<file path="src/fe_arch_pkg.sv">
// Architectural sizes of the fetch front end
// Address and instruction widths, instruction memory geometry
// and the sequential pc increment

package fe_arch_pkg;

  // Virtual address width of pcs and command addresses
  localparam int vaddr_width = 16;

  // Instruction and fill word width
  localparam int instr_width = 32;

  // Instruction memory depth in words and its word index width
  localparam int imem_words      = 64;
  localparam int imem_addr_width = 6;

  // Sequential fetch advances by one word
  localparam logic [vaddr_width-1:0] pc_step = vaddr_width'(4);

endpackage

</file>
<file path="src/fe_msg_pkg.sv">
// Message and control encodings of the fetch front end
// Command opcodes, fetch FSM states, queue message types
// and exception codes

package fe_msg_pkg;

  // Command port opcodes
  typedef enum logic [1:0]
  {
    e_op_state_reset = 2'd0,
    e_op_pc_redirect = 2'd1,
    e_op_imem_fill   = 2'd2,
    e_op_wait        = 2'd3
  } fe_cmd_op_e;

  // Controlling FSM states
  typedef enum logic [1:0]
  {
    e_wait  = 2'd0,
    e_run   = 2'd1,
    e_stall = 2'd2
  } fe_state_e;

  // Queue message kinds
  typedef enum logic
  {
    e_fe_fetch     = 1'b0,
    e_fe_exception = 1'b1
  } fe_msg_type_e;

  // Exception codes with misaligned taking priority
  typedef enum logic
  {
    e_instr_misaligned   = 1'b0,
    e_instr_access_fault = 1'b1
  } fe_exc_code_e;

endpackage

</file>
<file path="src/fe_imem.sv">
// Instruction memory of the fetch front end
// 64-word RAM with one write requester and one read requester
// Fixed-priority arbiter where a write always wins and a blocked read is dropped
// Granted reads return data on the following cycle

module fe_imem
  (input  logic                                    clk_i
   , input  logic                                  reset_i

   , input  logic                                  wr_v_i
   , input  logic [fe_arch_pkg::imem_addr_width-1:0] wr_addr_i
   , input  logic [fe_arch_pkg::instr_width-1:0]   wr_data_i

   , input  logic                                  rd_v_i
   , input  logic [fe_arch_pkg::imem_addr_width-1:0] rd_addr_i
   , output logic                                  rd_gnt_o
   , output logic [fe_arch_pkg::instr_width-1:0]   rd_data_o
   );

  logic [fe_arch_pkg::instr_width-1:0] mem_r [fe_arch_pkg::imem_words];
  logic wr_en;

  // Memory contents are left alone while held in reset
  assign wr_en = wr_v_i & ~reset_i;

  // Write over read
  assign rd_gnt_o = rd_v_i & ~wr_v_i;

  always_ff @(posedge clk_i)
  begin
    if (wr_en)
    begin
      mem_r[wr_addr_i] <= wr_data_i;
    end
  end

  always_ff @(posedge clk_i)
  begin
    if (rd_gnt_o)
    begin
      rd_data_o <= mem_r[rd_addr_i];
    end
  end

endmodule

</file>
<file path="src/fe_ctrl.sv">
// Command controller of the fetch front end
// Opcode decode and command acceptance
// Wait/run/stall FSM with redirect, resume and flush controls
// Fill write requester toward the instruction memory

module fe_ctrl
  (input  logic                                      clk_i
   , input  logic                                    reset_i

   , input  logic                                    fe_cmd_v_i
   , input  fe_msg_pkg::fe_cmd_op_e                  fe_cmd_opcode_i
   , input  logic [fe_arch_pkg::vaddr_width-1:0]     fe_cmd_vaddr_i
   , input  logic [fe_arch_pkg::instr_width-1:0]     fe_cmd_data_i
   , output logic                                    fe_cmd_yumi_o

   , input  logic                                    fe_queue_ready_i
   , input  logic                                    fetch_fail_i
   , input  logic                                    exception_sent_i

   , output logic                                    redirect_v_o
   , output logic [fe_arch_pkg::vaddr_width-1:0]     redirect_pc_o
   , output logic                                    resume_v_o
   , output logic                                    flush_o
   , output logic                                    fetch_en_o

   , output logic                                    fill_v_o
   , output logic [fe_arch_pkg::imem_addr_width-1:0] fill_addr_o
   , output logic [fe_arch_pkg::instr_width-1:0]     fill_data_o
   );

  fe_msg_pkg::fe_state_e state_r, state_n;
  logic cmd_v;
  logic state_reset_v, pc_redirect_v, fill_v, wait_v;
  logic cmd_immediate_v;
  logic unstall;

  // Every command is taken in the cycle it appears
  assign cmd_v         = fe_cmd_v_i & ~reset_i;
  assign fe_cmd_yumi_o = cmd_v;

  assign state_reset_v = cmd_v & (fe_cmd_opcode_i == fe_msg_pkg::e_op_state_reset);
  assign pc_redirect_v = cmd_v & (fe_cmd_opcode_i == fe_msg_pkg::e_op_pc_redirect);
  assign fill_v        = cmd_v & (fe_cmd_opcode_i == fe_msg_pkg::e_op_imem_fill);
  assign wait_v        = cmd_v & (fe_cmd_opcode_i == fe_msg_pkg::e_op_wait);

  assign cmd_immediate_v = state_reset_v | pc_redirect_v;

  assign redirect_v_o  = cmd_immediate_v;
  assign redirect_pc_o = fe_cmd_vaddr_i;

  // Any command kills what is in flight
  assign flush_o = cmd_v;

  // Fill vaddr is a byte address
  assign fill_v_o    = fill_v;
  assign fill_addr_o = fe_cmd_vaddr_i[fe_arch_pkg::imem_addr_width+1:2];
  assign fill_data_o = fe_cmd_data_i;

  assign unstall    = fe_queue_ready_i & ~cmd_v;
  assign resume_v_o = (state_r == fe_msg_pkg::e_stall) & unstall;
  assign fetch_en_o = (state_n == fe_msg_pkg::e_run);

  always_comb
  begin
    state_n = state_r;
    case (state_r)
      // Only a redirect or state reset leaves wait
      fe_msg_pkg::e_wait:
      begin
        if (cmd_immediate_v)
          state_n = fe_msg_pkg::e_run;
      end
      fe_msg_pkg::e_run:
      begin
        if (cmd_immediate_v)
          state_n = fe_msg_pkg::e_run;
        else if (wait_v)
          state_n = fe_msg_pkg::e_wait;
        else if (fill_v | fetch_fail_i)
          state_n = fe_msg_pkg::e_stall;
        else if (exception_sent_i)
          state_n = fe_msg_pkg::e_wait;
      end
      // Restart from the resume pc once the queue can take messages
      fe_msg_pkg::e_stall:
      begin
        if (cmd_immediate_v)
          state_n = fe_msg_pkg::e_run;
        else if (wait_v)
          state_n = fe_msg_pkg::e_wait;
        else if (unstall)
          state_n = fe_msg_pkg::e_run;
      end
      default:
        state_n = fe_msg_pkg::e_wait;
    endcase
  end

  always_ff @(posedge clk_i)
  begin
    if (reset_i)
      state_r <= fe_msg_pkg::e_wait;
    else
      state_r <= state_n;
  end

endmodule

</file>
<file path="src/fe_fetch_pipe.sv">
// Two-stage fetch pipeline of the front end
// Next pc and resume pc registers
// IF1/IF2 valid, pc and fault flag stages
// Misaligned and access fault detection
// Queue message formation and delivery status

module fe_fetch_pipe
  (input  logic                                      clk_i
   , input  logic                                    reset_i

   , input  logic                                    redirect_v_i
   , input  logic [fe_arch_pkg::vaddr_width-1:0]     redirect_pc_i
   , input  logic                                    resume_v_i
   , input  logic                                    flush_i
   , input  logic                                    fetch_en_i

   , output logic                                    rd_v_o
   , output logic [fe_arch_pkg::imem_addr_width-1:0] rd_addr_o
   , input  logic                                    rd_gnt_i
   , input  logic [fe_arch_pkg::instr_width-1:0]     rd_data_i

   , output logic                                    fetch_fail_o
   , output logic                                    exception_sent_o

   , input  logic                                    fe_queue_ready_i
   , output logic                                    fe_queue_v_o
   , output fe_msg_pkg::fe_msg_type_e                fe_queue_msg_type_o
   , output logic [fe_arch_pkg::vaddr_width-1:0]     fe_queue_pc_o
   , output logic [fe_arch_pkg::instr_width-1:0]     fe_queue_instr_o
   , output fe_msg_pkg::fe_exc_code_e                fe_queue_exc_code_o
   );

  logic [fe_arch_pkg::vaddr_width-1:0] pc_r, resume_pc_r;
  logic [fe_arch_pkg::vaddr_width-1:0] if1_pc_r, if2_pc_r;
  logic [fe_arch_pkg::instr_width-1:0] if2_instr_r;
  logic if1_v_r, if1_misaligned_r, if1_access_r;
  logic if2_v_r, if2_misaligned_r, if2_access_r;
  logic issue_v, advance;
  logic misaligned, access_fault, fault_v;
  logic exc_v, poison;

  // No issue in a cycle that loads a new pc
  assign issue_v = fetch_en_i & ~redirect_v_i & ~resume_v_i & ~flush_i;

  assign misaligned   = |pc_r[1:0];
  // Anything above the top word of the memory
  assign access_fault = |pc_r[fe_arch_pkg::vaddr_width-1:fe_arch_pkg::imem_addr_width+2];
  assign fault_v      = misaligned | access_fault;

  // Faulting pcs skip the memory but still enter IF1
  assign rd_v_o    = issue_v & ~fault_v;
  assign rd_addr_o = pc_r[fe_arch_pkg::imem_addr_width+1:2];
  assign advance   = issue_v & (fault_v | rd_gnt_i);

  assign exc_v            = if2_misaligned_r | if2_access_r;
  assign fe_queue_v_o     = if2_v_r & fe_queue_ready_i & ~flush_i;
  assign fetch_fail_o     = if2_v_r & ~fe_queue_v_o;
  assign exception_sent_o = fe_queue_v_o & exc_v;
  assign poison           = flush_i | fetch_fail_o | exception_sent_o;

  assign fe_queue_msg_type_o = exc_v ? fe_msg_pkg::e_fe_exception : fe_msg_pkg::e_fe_fetch;
  assign fe_queue_pc_o       = if2_pc_r;
  assign fe_queue_instr_o    = exc_v ? '0 : if2_instr_r;
  assign fe_queue_exc_code_o = if2_misaligned_r
                               ? fe_msg_pkg::e_instr_misaligned
                               : fe_msg_pkg::e_instr_access_fault;

  // An ungranted read leaves the pc where it is
  always_ff @(posedge clk_i)
  begin
    if (redirect_v_i)
      pc_r <= redirect_pc_i;
    else if (resume_v_i)
      pc_r <= resume_pc_r;
    else if (advance)
      pc_r <= pc_r + fe_arch_pkg::pc_step;
  end

  // Tracks the first pc not yet delivered
  always_ff @(posedge clk_i)
  begin
    if (redirect_v_i)
      resume_pc_r <= redirect_pc_i;
    else if (fe_queue_v_o)
      resume_pc_r <= if2_pc_r + fe_arch_pkg::pc_step;
  end

  always_ff @(posedge clk_i)
  begin
    if (reset_i)
    begin
      if1_v_r <= 1'b0;
      if2_v_r <= 1'b0;
    end
    else
    begin
      if1_v_r <= advance & ~poison;
      if2_v_r <= if1_v_r & ~poison;
    end
  end

  // Read data lands during IF1 and is captured with the IF2 stage
  always_ff @(posedge clk_i)
  begin
    if1_pc_r         <= pc_r;
    if1_misaligned_r <= misaligned;
    if1_access_r     <= access_fault;
    if2_pc_r         <= if1_pc_r;
    if2_misaligned_r <= if1_misaligned_r;
    if2_access_r     <= if1_access_r;
    if2_instr_r      <= rd_data_i;
  end

endmodule

</file>
<file path="src/fe_top.sv">
// Top level of the instruction fetch front end
// Command controller, fetch pipeline and instruction memory
// The controller writes and the pipeline reads the shared memory

module fe_top
  (input  logic                                  clk_i
   , input  logic                                reset_i

   , input  logic                                fe_cmd_v_i
   , input  fe_msg_pkg::fe_cmd_op_e              fe_cmd_opcode_i
   , input  logic [fe_arch_pkg::vaddr_width-1:0] fe_cmd_vaddr_i
   , input  logic [fe_arch_pkg::instr_width-1:0] fe_cmd_data_i
   , output logic                                fe_cmd_yumi_o

   , output logic                                fe_queue_v_o
   , output fe_msg_pkg::fe_msg_type_e            fe_queue_msg_type_o
   , output logic [fe_arch_pkg::vaddr_width-1:0] fe_queue_pc_o
   , output logic [fe_arch_pkg::instr_width-1:0] fe_queue_instr_o
   , output fe_msg_pkg::fe_exc_code_e            fe_queue_exc_code_o
   , input  logic                                fe_queue_ready_i
   );

  logic redirect_v, resume_v, flush, fetch_en;
  logic [fe_arch_pkg::vaddr_width-1:0] redirect_pc;
  logic fetch_fail, exception_sent;

  logic fill_v;
  logic [fe_arch_pkg::imem_addr_width-1:0] fill_addr;
  logic [fe_arch_pkg::instr_width-1:0] fill_data;

  logic rd_v, rd_gnt;
  logic [fe_arch_pkg::imem_addr_width-1:0] rd_addr;
  logic [fe_arch_pkg::instr_width-1:0] rd_data;

  fe_ctrl ctrl_i
    (.clk_i(clk_i)
     , .reset_i(reset_i)
     , .fe_cmd_v_i(fe_cmd_v_i)
     , .fe_cmd_opcode_i(fe_cmd_opcode_i)
     , .fe_cmd_vaddr_i(fe_cmd_vaddr_i)
     , .fe_cmd_data_i(fe_cmd_data_i)
     , .fe_cmd_yumi_o(fe_cmd_yumi_o)
     , .fe_queue_ready_i(fe_queue_ready_i)
     , .fetch_fail_i(fetch_fail)
     , .exception_sent_i(exception_sent)
     , .redirect_v_o(redirect_v)
     , .redirect_pc_o(redirect_pc)
     , .resume_v_o(resume_v)
     , .flush_o(flush)
     , .fetch_en_o(fetch_en)
     , .fill_v_o(fill_v)
     , .fill_addr_o(fill_addr)
     , .fill_data_o(fill_data)
     );

  fe_fetch_pipe pipe_i
    (.clk_i(clk_i)
     , .reset_i(reset_i)
     , .redirect_v_i(redirect_v)
     , .redirect_pc_i(redirect_pc)
     , .resume_v_i(resume_v)
     , .flush_i(flush)
     , .fetch_en_i(fetch_en)
     , .rd_v_o(rd_v)
     , .rd_addr_o(rd_addr)
     , .rd_gnt_i(rd_gnt)
     , .rd_data_i(rd_data)
     , .fetch_fail_o(fetch_fail)
     , .exception_sent_o(exception_sent)
     , .fe_queue_ready_i(fe_queue_ready_i)
     , .fe_queue_v_o(fe_queue_v_o)
     , .fe_queue_msg_type_o(fe_queue_msg_type_o)
     , .fe_queue_pc_o(fe_queue_pc_o)
     , .fe_queue_instr_o(fe_queue_instr_o)
     , .fe_queue_exc_code_o(fe_queue_exc_code_o)
     );

  fe_imem imem_i
    (.clk_i(clk_i)
     , .reset_i(reset_i)
     , .wr_v_i(fill_v)
     , .wr_addr_i(fill_addr)
     , .wr_data_i(fill_data)
     , .rd_v_i(rd_v)
     , .rd_addr_i(rd_addr)
     , .rd_gnt_o(rd_gnt)
     , .rd_data_o(rd_data)
     );

endmodule

</file>
<file path="config.mk">
export PLATFORM = sky130hd
export DESIGN_NAME = fe_top
export DESIGN_NICKNAME = d
export VERILOG_FILES = /design/src/fe_arch_pkg.sv /design/src/fe_msg_pkg.sv /design/src/fe_imem.sv /design/src/fe_ctrl.sv /design/src/fe_fetch_pipe.sv /design/src/fe_top.sv
export SDC_FILE = /design/constraint.sdc
export NUM_CORES = 2
export LEC_CHECK = 0
export ABC_CLOCK_PERIOD_IN_PS = 4470
export BUFFER_PORTS_ARGS = -buffer_cell sky130_fd_sc_hd__buf_2
export CAP_MARGIN = 20
export CORE_MARGIN = 5
export CORE_UTILIZATION = 37
export CTS_BUF_LIST = sky130_fd_sc_hd__clkbuf_8
export CTS_CLUSTER_DIAMETER = 40
export DETAILED_ROUTE_END_ITERATION = 16
export PLACE_DENSITY_LB_ADDON = 0.25
export SYNTH_ARGS = -nofsm -noshare
export SYNTH_HDL_FRONTEND = slang
export SYNTH_SLANG_ARGS = --single-unit
</file>
<file path="constraint.sdc">
create_clock -name clk_i -period 4.47 [get_ports clk_i]
set_input_delay 0.6705 -clock clk_i [delete_from_list [all_inputs] [get_ports clk_i]]
set_output_delay 0.6705 -clock clk_i [all_outputs]
set_load 0.02 [all_outputs]
</file>
* Word-level counts from Yosys, hierarchy flattened *
Memory sizes are Yosys's and may differ from the RTL's. A register that Yosys moved wholly into a read port is not among the register bits.
Cells that the tools add are included.
W data, S select, Z words.

cells by class
  add/sub/neg operators = 2
  equal/unequal tests = 6
  muxes and demuxes = 19
  bitwise operators = 35
  reduce and logical (&&, ||, !) cells = 6

operators by type and width
  operator                 number
  $mux W16                 5
  $add A16 B3 Y16 const B  2
  $mux W32                 1
  $and A1 B1 Y1            20
  $mux W2                  8
  $not A1 Y1               8
  $reduce_or A8 Y1         1
  $or A1 B1 Y1             7
  $eq A2 B1 Y1 const B     3
  $eq A2 B2 Y1 const B     3
  $pmux W2 S3              1
  $logic_not A2 Y1         2
  $mux W1                  4
  $reduce_bool A3 Y1       1
  $reduce_bool A2 Y1       1
  $reduce_or A2 Y1         1

storage, ports and cells
  flip-flop bits (word level) = 104
  bits in writable memories = 2,048
  input port bits = 54
  output and inout port bits = 52
  logic and storage cells = 81
  memories = 1

memories
  name          words  width  rd ports  clocked after memory_dff  write ports  RTL line       source
  imem_i.mem_r  64     32     1         1                         1            fe_imem.sv:20  logic [fe_arch_pkg::instr_width-1:0] mem_r [fe_arch_pkg::imem_words];

* Logic depth before layout (Yosys ltp) *
  depth in word-level cells = 22
  gate-level depth with buffers = 10
  mapped depth without buffers = 6

* Hierarchy *
From an unflattened synthesis, not the netlist that was laid out.

second synthesis, totals
  cell total of the unflattened synthesis = 3,767
  area, all modules = 82,897.0 sq um

modules (own cells, without submodules)
  module         instances  cells an instance  area each (sq um)  sequential area each (sq um)
  fe_imem        1          3,379              78,665.4           62,459.9
  fe_fetch_pipe  1          308                3,634.7            2,362.3
  fe_ctrl        1          80                 596.8              40.0

* Worst setup path before layout *
OpenSTA, ideal clock, no wires.

  path kind = input port to flip-flop
  from = input port reset_i
  to = register imem_i.rd_data_o[0] in the netlist's numbering (read register of imem_i.mem_r), enable pin
  setup time = 461 ps
  arrival = 3,901 ps
  required time = 4,009 ps
  setup slack = 107 ps
  stages on the path = 7
  path buffers = 1
  path through = nand2b_1 -> inv_1 -> nand2b_1 -> clkbuf_1 -> a21oi_1 -> o211ai_1 -> nor3_1

on the way
  longest elaborated chain between the ends = 17
  elaborated cells on any way between the ends = 33
  those cells by class = eq/ne (1); mux (9); bitwise (23)

RTL lines
  item                         RTL line                                                 source
  from (decl)                  fe_top.sv:7                                              , input logic reset_i
  $not A1 Y1 (*)               fe_ctrl.sv:38                                            assign cmd_v = fe_cmd_v_i & ~reset_i;
  $and A1 B1 Y1 (*)            fe_ctrl.sv:38
  net fe_cmd_yumi_o            fe_top.sv:13                                             , output logic fe_cmd_yumi_o
  $not A1 Y1                   fe_ctrl.sv:59, fe_fetch_pipe.sv:43, fe_fetch_pipe.sv:56
  $and A1 B1 Y1                fe_fetch_pipe.sv:56                                      assign fe_queue_v_o = if2_v_r & fe_queue_ready_i & ~flush_i;
  $not A1 Y1                   fe_fetch_pipe.sv:57                                      assign fetch_fail_o = if2_v_r & ~fe_queue_v_o;
  $and A1 B1 Y1                fe_fetch_pipe.sv:57
  $or A1 B1 Y1                 fe_ctrl.sv:79                                            else if (fill_v | fetch_fail_i)
  $mux W2                      fe_ctrl.sv:79
  $mux W2                      fe_ctrl.sv:77                                            else if (wait_v)
  $mux W2                      fe_ctrl.sv:75                                            if (cmd_immediate_v)
  $pmux W2 S3                  fe_ctrl.sv:66                                            case (state_r)
  $eq A2 B1 Y1                 fe_ctrl.sv:61                                            assign fetch_en_o = (state_n == fe_msg_pkg::e_run);
  $and A1 B1 Y1 (3 in series)  fe_fetch_pipe.sv:43                                      assign issue_v = fetch_en_i & ~redirect_v_i & ~resume_v_i & ~flush_i;
  $and A1 B1 Y1                fe_fetch_pipe.sv:51                                      assign rd_v_o = issue_v & ~fault_v;
  $and A1 B1 Y1 (*)            fe_imem.sv:27                                            assign rd_gnt_o = rd_v_i & ~wr_v_i;
  net imem_i.rd_gnt_o          fe_imem.sv:16                                            , output logic rd_gnt_o
  to (decl)                    fe_imem.sv:17                                            , output logic [fe_arch_pkg::instr_width-1:0] rd_data_o

The timed path passes the listed nets; every way through them passes the cells marked *.
A chain may end at the register's enable or synchronous reset.

==> key figures <==
STA
  • Period Utilization, post-route: between 80 and 90%
  • Worst hold slack: between 0.1 and 0.15 ns
  • Final min period: 3.70 ns
  • Transition at the pin with the smallest max-transition slack: approximately 1.2 ns
  • Final hold vios: 0
  • PnR worst setup slack: 0.773 ns
  • Clock Skew: about 0.12 ns
  • Final setup violation count: 0
  • Max Clk Rate: between 200 and 300 MHz
  • Slew headroom: 20.1%
  • Aggregate negative setup slack: 0 ns
  • Final-report max-slew violation count: 0
  • Setup repair after global routing missed its margin: false

Setup path
  • Worst reg2reg startpoint: pipe_i.pc_r[4]
  • Worst Reg2Reg Path Length in Cells: 6
  • FF-to-FF setup slack: 0.77 ns
  • R2R Path End: imem_i.rd_data_o[6]
  • Endpoint kind of the worst setup timing path: register
  • Crit-path slowest cell: sky130_fd_sc_hd__o21ai_0
  • Maximum single-stage delay on the critical path: 0.82 ns
  • Cell Chain, Critical Path: nand2_1, buf_12, o22ai_1, o21ai_0, a31oi_1, o41ai_1
  • Worst endpoint data arrival time: 4.38 ns
  • Endpoint required time on the critical path: 5.15 ns
  • Count of buffer and inverter cells on the critical path: 1
  • Critical path start-end classification: reg -> reg
  • Category of cells accounting for the largest share of critical-path delay: compound AO/OA/AOI/OAI gates
  • Worst Path Max Fanout: 17
  • Sort of element at the start of the critical path: register

Floorplanning
  • Starting density of the core: 37.2%
  • Area inside the core boundary: roughly 220,000 sq um
  • Die height: 483 um
  • Die Width: 483 um
  • Die Area: roughly 230,000 sq um
  • Number of top-level pins: between 100 and 150
  • Floorplan row count: 173

Logic synthesis
  • Gate Count Post-Synth: approximately 3,700
  • Async SR Flop Fraction: 0%
  • Dominant cells by area after synthesis: sky130_fd_sc_hd__edfxtp_1 (77%), sky130_fd_sc_hd__mux4_2 (13%), sky130_fd_sc_hd__dfxtp_1 (1.7%)
  • Part of the Yosys area used for sequential elements: between 70% and 80%
  • Most used standard cells in the synthesized netlist: sky130_fd_sc_hd__edfxtp_1 (2,112), sky130_fd_sc_hd__mux4_2 (493), sky130_fd_sc_hd__mux2_2 (111)
  • Area of the mapped netlist: 82,800 sq um
  • Flip-flop and latch count after synthesis: approximately 2,200
  • Primary FF master, synth: sky130_fd_sc_hd__edfxtp_1
  • Yosys warns: 0
  • Fraction of post-synthesis cell area in the top cell type by area: around three quarters
  • Synthesized area per cell: 22.1 sq um
  • Distinct cells, synth: 50
  • Number of enable flip-flop cells after synthesis: between 2,000 and 2,500
  • Cell type with the largest total area after synthesis: sky130_fd_sc_hd__edfxtp_1
  • Net count of the mapped netlist: 3,799
  • Most repeated cell in the gate-level netlist after synthesis: sky130_fd_sc_hd__edfxtp_1

CTS
  • CTS sink count: ~2,200
  • Maximum buffer depth of the clock tree: 4
  • Number of cells upsized or downsized after cts: 0
  • Clock latency of the later-clocked register in the worst-skew pair: approximately 1.1 ns
  • Number of hold-repair buffers added at the cts stage: 19
  • Root Buffer Master: sky130_fd_sc_hd__clkbuf_8
  • Buffers inserted by post-CTS timing repair: 0
  • Clock-pin slew on the worst setup and hold paths: 0.06 ns
  • Number of levels in the clock H-tree: 5
  • Clock tree from TritonCTS: done
  • Number of buffers added by the clock tree synthesis step: between 300 and 400

Placement
  • Final Wtd Congestion: a little over 0.8
  • Estimated wirelength of the detail-placed design: around 130,000 um
  • Port buffer count: about 110
  • Post-place setup slack: roughly 0.77 ns
  • Standard cell area after detailed placement: around 88,000 sq um
  • Post-placement cell count: ~6,800

Min path
  • Hold Crit Start: fe_cmd_data_i[18]
  • Min-Delay Endpoint: imem_i.mem_r[4][18]
  • Worst hold path stage count: 1
  • Worst min-delay path class: in -> reg

GRT
  • Via count of the first global-routing pass: between 40,000 and 50,000
  • Wire length of the first global-routing pass: ~320,000 um
  • Sum of overflow across all layers after global routing: 0
  • Pin count of the biggest net entering global routing: between 100 and 150
  • Total GRT Usage: between 10% and 20%
  • Number of antenna violations at the first check in global routing: 22

Final layout
  • Final instance area: 95,800 sq um
  • Final-layout fill cell count: 19,300
  • Count of placed standard cells in the final layout, fillers left out: 7,532
  • Final net count: around 4,300
  • Layout overhead on the synthesized area: 15.7%
  • Total area of sequential cells: 64,900 sq um
  • Share of post-route cells with drive strength above 1: about a third
  • Area of the multi-input gates: approximately 17,000 sq um
  • Layout Utilization: between 40% and 50%

Route
  • DR DRC count: 0
  • Post-DRT Antenna Nets: 0
  • Total vias in the final route: slightly above 40,000
  • TritonRoute pass-1 iters: 5
  • DR vias/cell: about 5.4
  • Average wire length per cell after detail routing: around 30 um
  • Post-detailed-routing wire length: around 230,000 um
  • Violation count after the first detailed-route iteration: about 4,800

Outcome
  • Outcome: finished, final reports clean

Pwr
  • Final Total Pwr: about 43 mW
  • Maximum vdd drop: between 0.2 and 0.3 mV
  • Areal power density over the cells: between 400 and 500 nW/um^2
  • Leakage power summed over all cells: between 30 and 40 nW

Job
  • Max cap viols: 0
-- where the power goes --
group	total (mW)	internal (mW)	switching, mW
sequential	22.6	22.5	0.0389
combinational	2.80	1.03	1.77
clock	17.2	9.11	8.08
-- per-layer routing --
metal / share of wire (%) / track usage, % / vias up
met1: 42 / 26.4 / 21900
met5: 0.0031 / 0 / -
met4: 2.8 / 5.73 / 2
met2: 48 / 30.5 / 1702
met3: 7.2 / 3.72 / 322
li1: - / - / 16900
-- kinds of logic (layout without fill, tap and decap cells) --
| group | Yosys count | after routing | synth area share, % |
|---|---|---|---|
| AOI/OAI and AO/OA | 339 | 339 | 2.69 |
| xor gates and xnor gates | 22 | 22 | 0.233 |
| adders and majority gates | 2 | 2 | 0.0302 |
| buffers and inverters | 214 | 1022 | 1.25 |
| DFF | 2184 | 2184 | 78.3 |
| muxes | 657 | 657 | 15.6 |
| other | 0 | 6 | 0 |
| and+or+nand+nor | 325 | 325 | 1.93 |
-- flip-flops by register name, indices dropped and copies added (netlist names) --
register and flops:
imem_i.mem_r 2048, pipe_i.fe_queue_pc_o 16, imem_i.rd_data_o 32, pipe_i.if2_access_r 1, pipe_i.resume_pc_r 16, pipe_i.if2_v_r 1
pipe_i.if2_misaligned_r 1, pipe_i.if1_access_r 1, pipe_i.if1_v_r 1, pipe_i.if1_pc_r 16, pipe_i.if1_misaligned_r 1, pipe_i.pc_r 16
pipe_i.if2_instr_r 32, ctrl_i.state_r 2
-- worst register-to-register path, delay by kind of cell (launching register included) --
family	cells	cell delay (ns)
AOI/OAI and AO/OA	4	1.91
and+or+nand+nor	1	0.64
DFF	1	0.51
buffers and inverters	1	0.26
-- cell type report --
cell class              instances  share of cell area (%)
diodes                          6                  0.0157
clock buffers                 407                    5.85
clock inverters               284                    1.60
inverters                       9                  0.0353
multi-input cells            1345                    18.2
flip-flops and latches       2184                    67.7
well taps                    2975                    3.88
repair buffers                322                    2.73
-- cells in the final DEF (no fill, tap or decap), drive strengths merged, types with 19 or more instances in the layout --
cell / Yosys / final
o22ai: 84 / 84
and2: 35 / 35
a22oi: 56 / 56
clkbuf: 87 / 407
nor2: 89 / 89
o41ai: 27 / 27
inv: 9 / 119
dlygate4sd3: 0 / 19
mux2i: 53 / 53
a21oi: 35 / 35
nand4: 30 / 30
dfxtp: 72 / 72
buf: 118 / 303
nand3: 19 / 19
nor2b: 37 / 37
nand2: 77 / 77
edfxtp: 2112 / 2112
mux2: 111 / 111
a211oi: 30 / 30
a31oi: 28 / 28
clkinv: 0 / 146
o21ai: 59 / 59
mux4: 493 / 493
-- worst max-delay path by stage --
stage / from / to / slack [ns] / cells after the start
finish: pipe_i.pc_r[4] / imem_i.rd_data_o[6] / 0.77 / 6
global route: pipe_i.pc_r[4] / imem_i.rd_data_o[6] / 0.68 / 6
CTS: pipe_i.pc_r[4] / imem_i.rd_data_o[6] / 0.66 / 6
detailed placement: pipe_i.pc_r[4] / imem_i.rd_data_o[6] / 0.77 / 6
global placement: pipe_i.pc_r[4] / imem_i.rd_data_o[6] / 0.80 / 6
floorplan: reset_i / imem_i.rd_data_o[0] / 0.11 / 7
(Power assumes the default switching activity.)
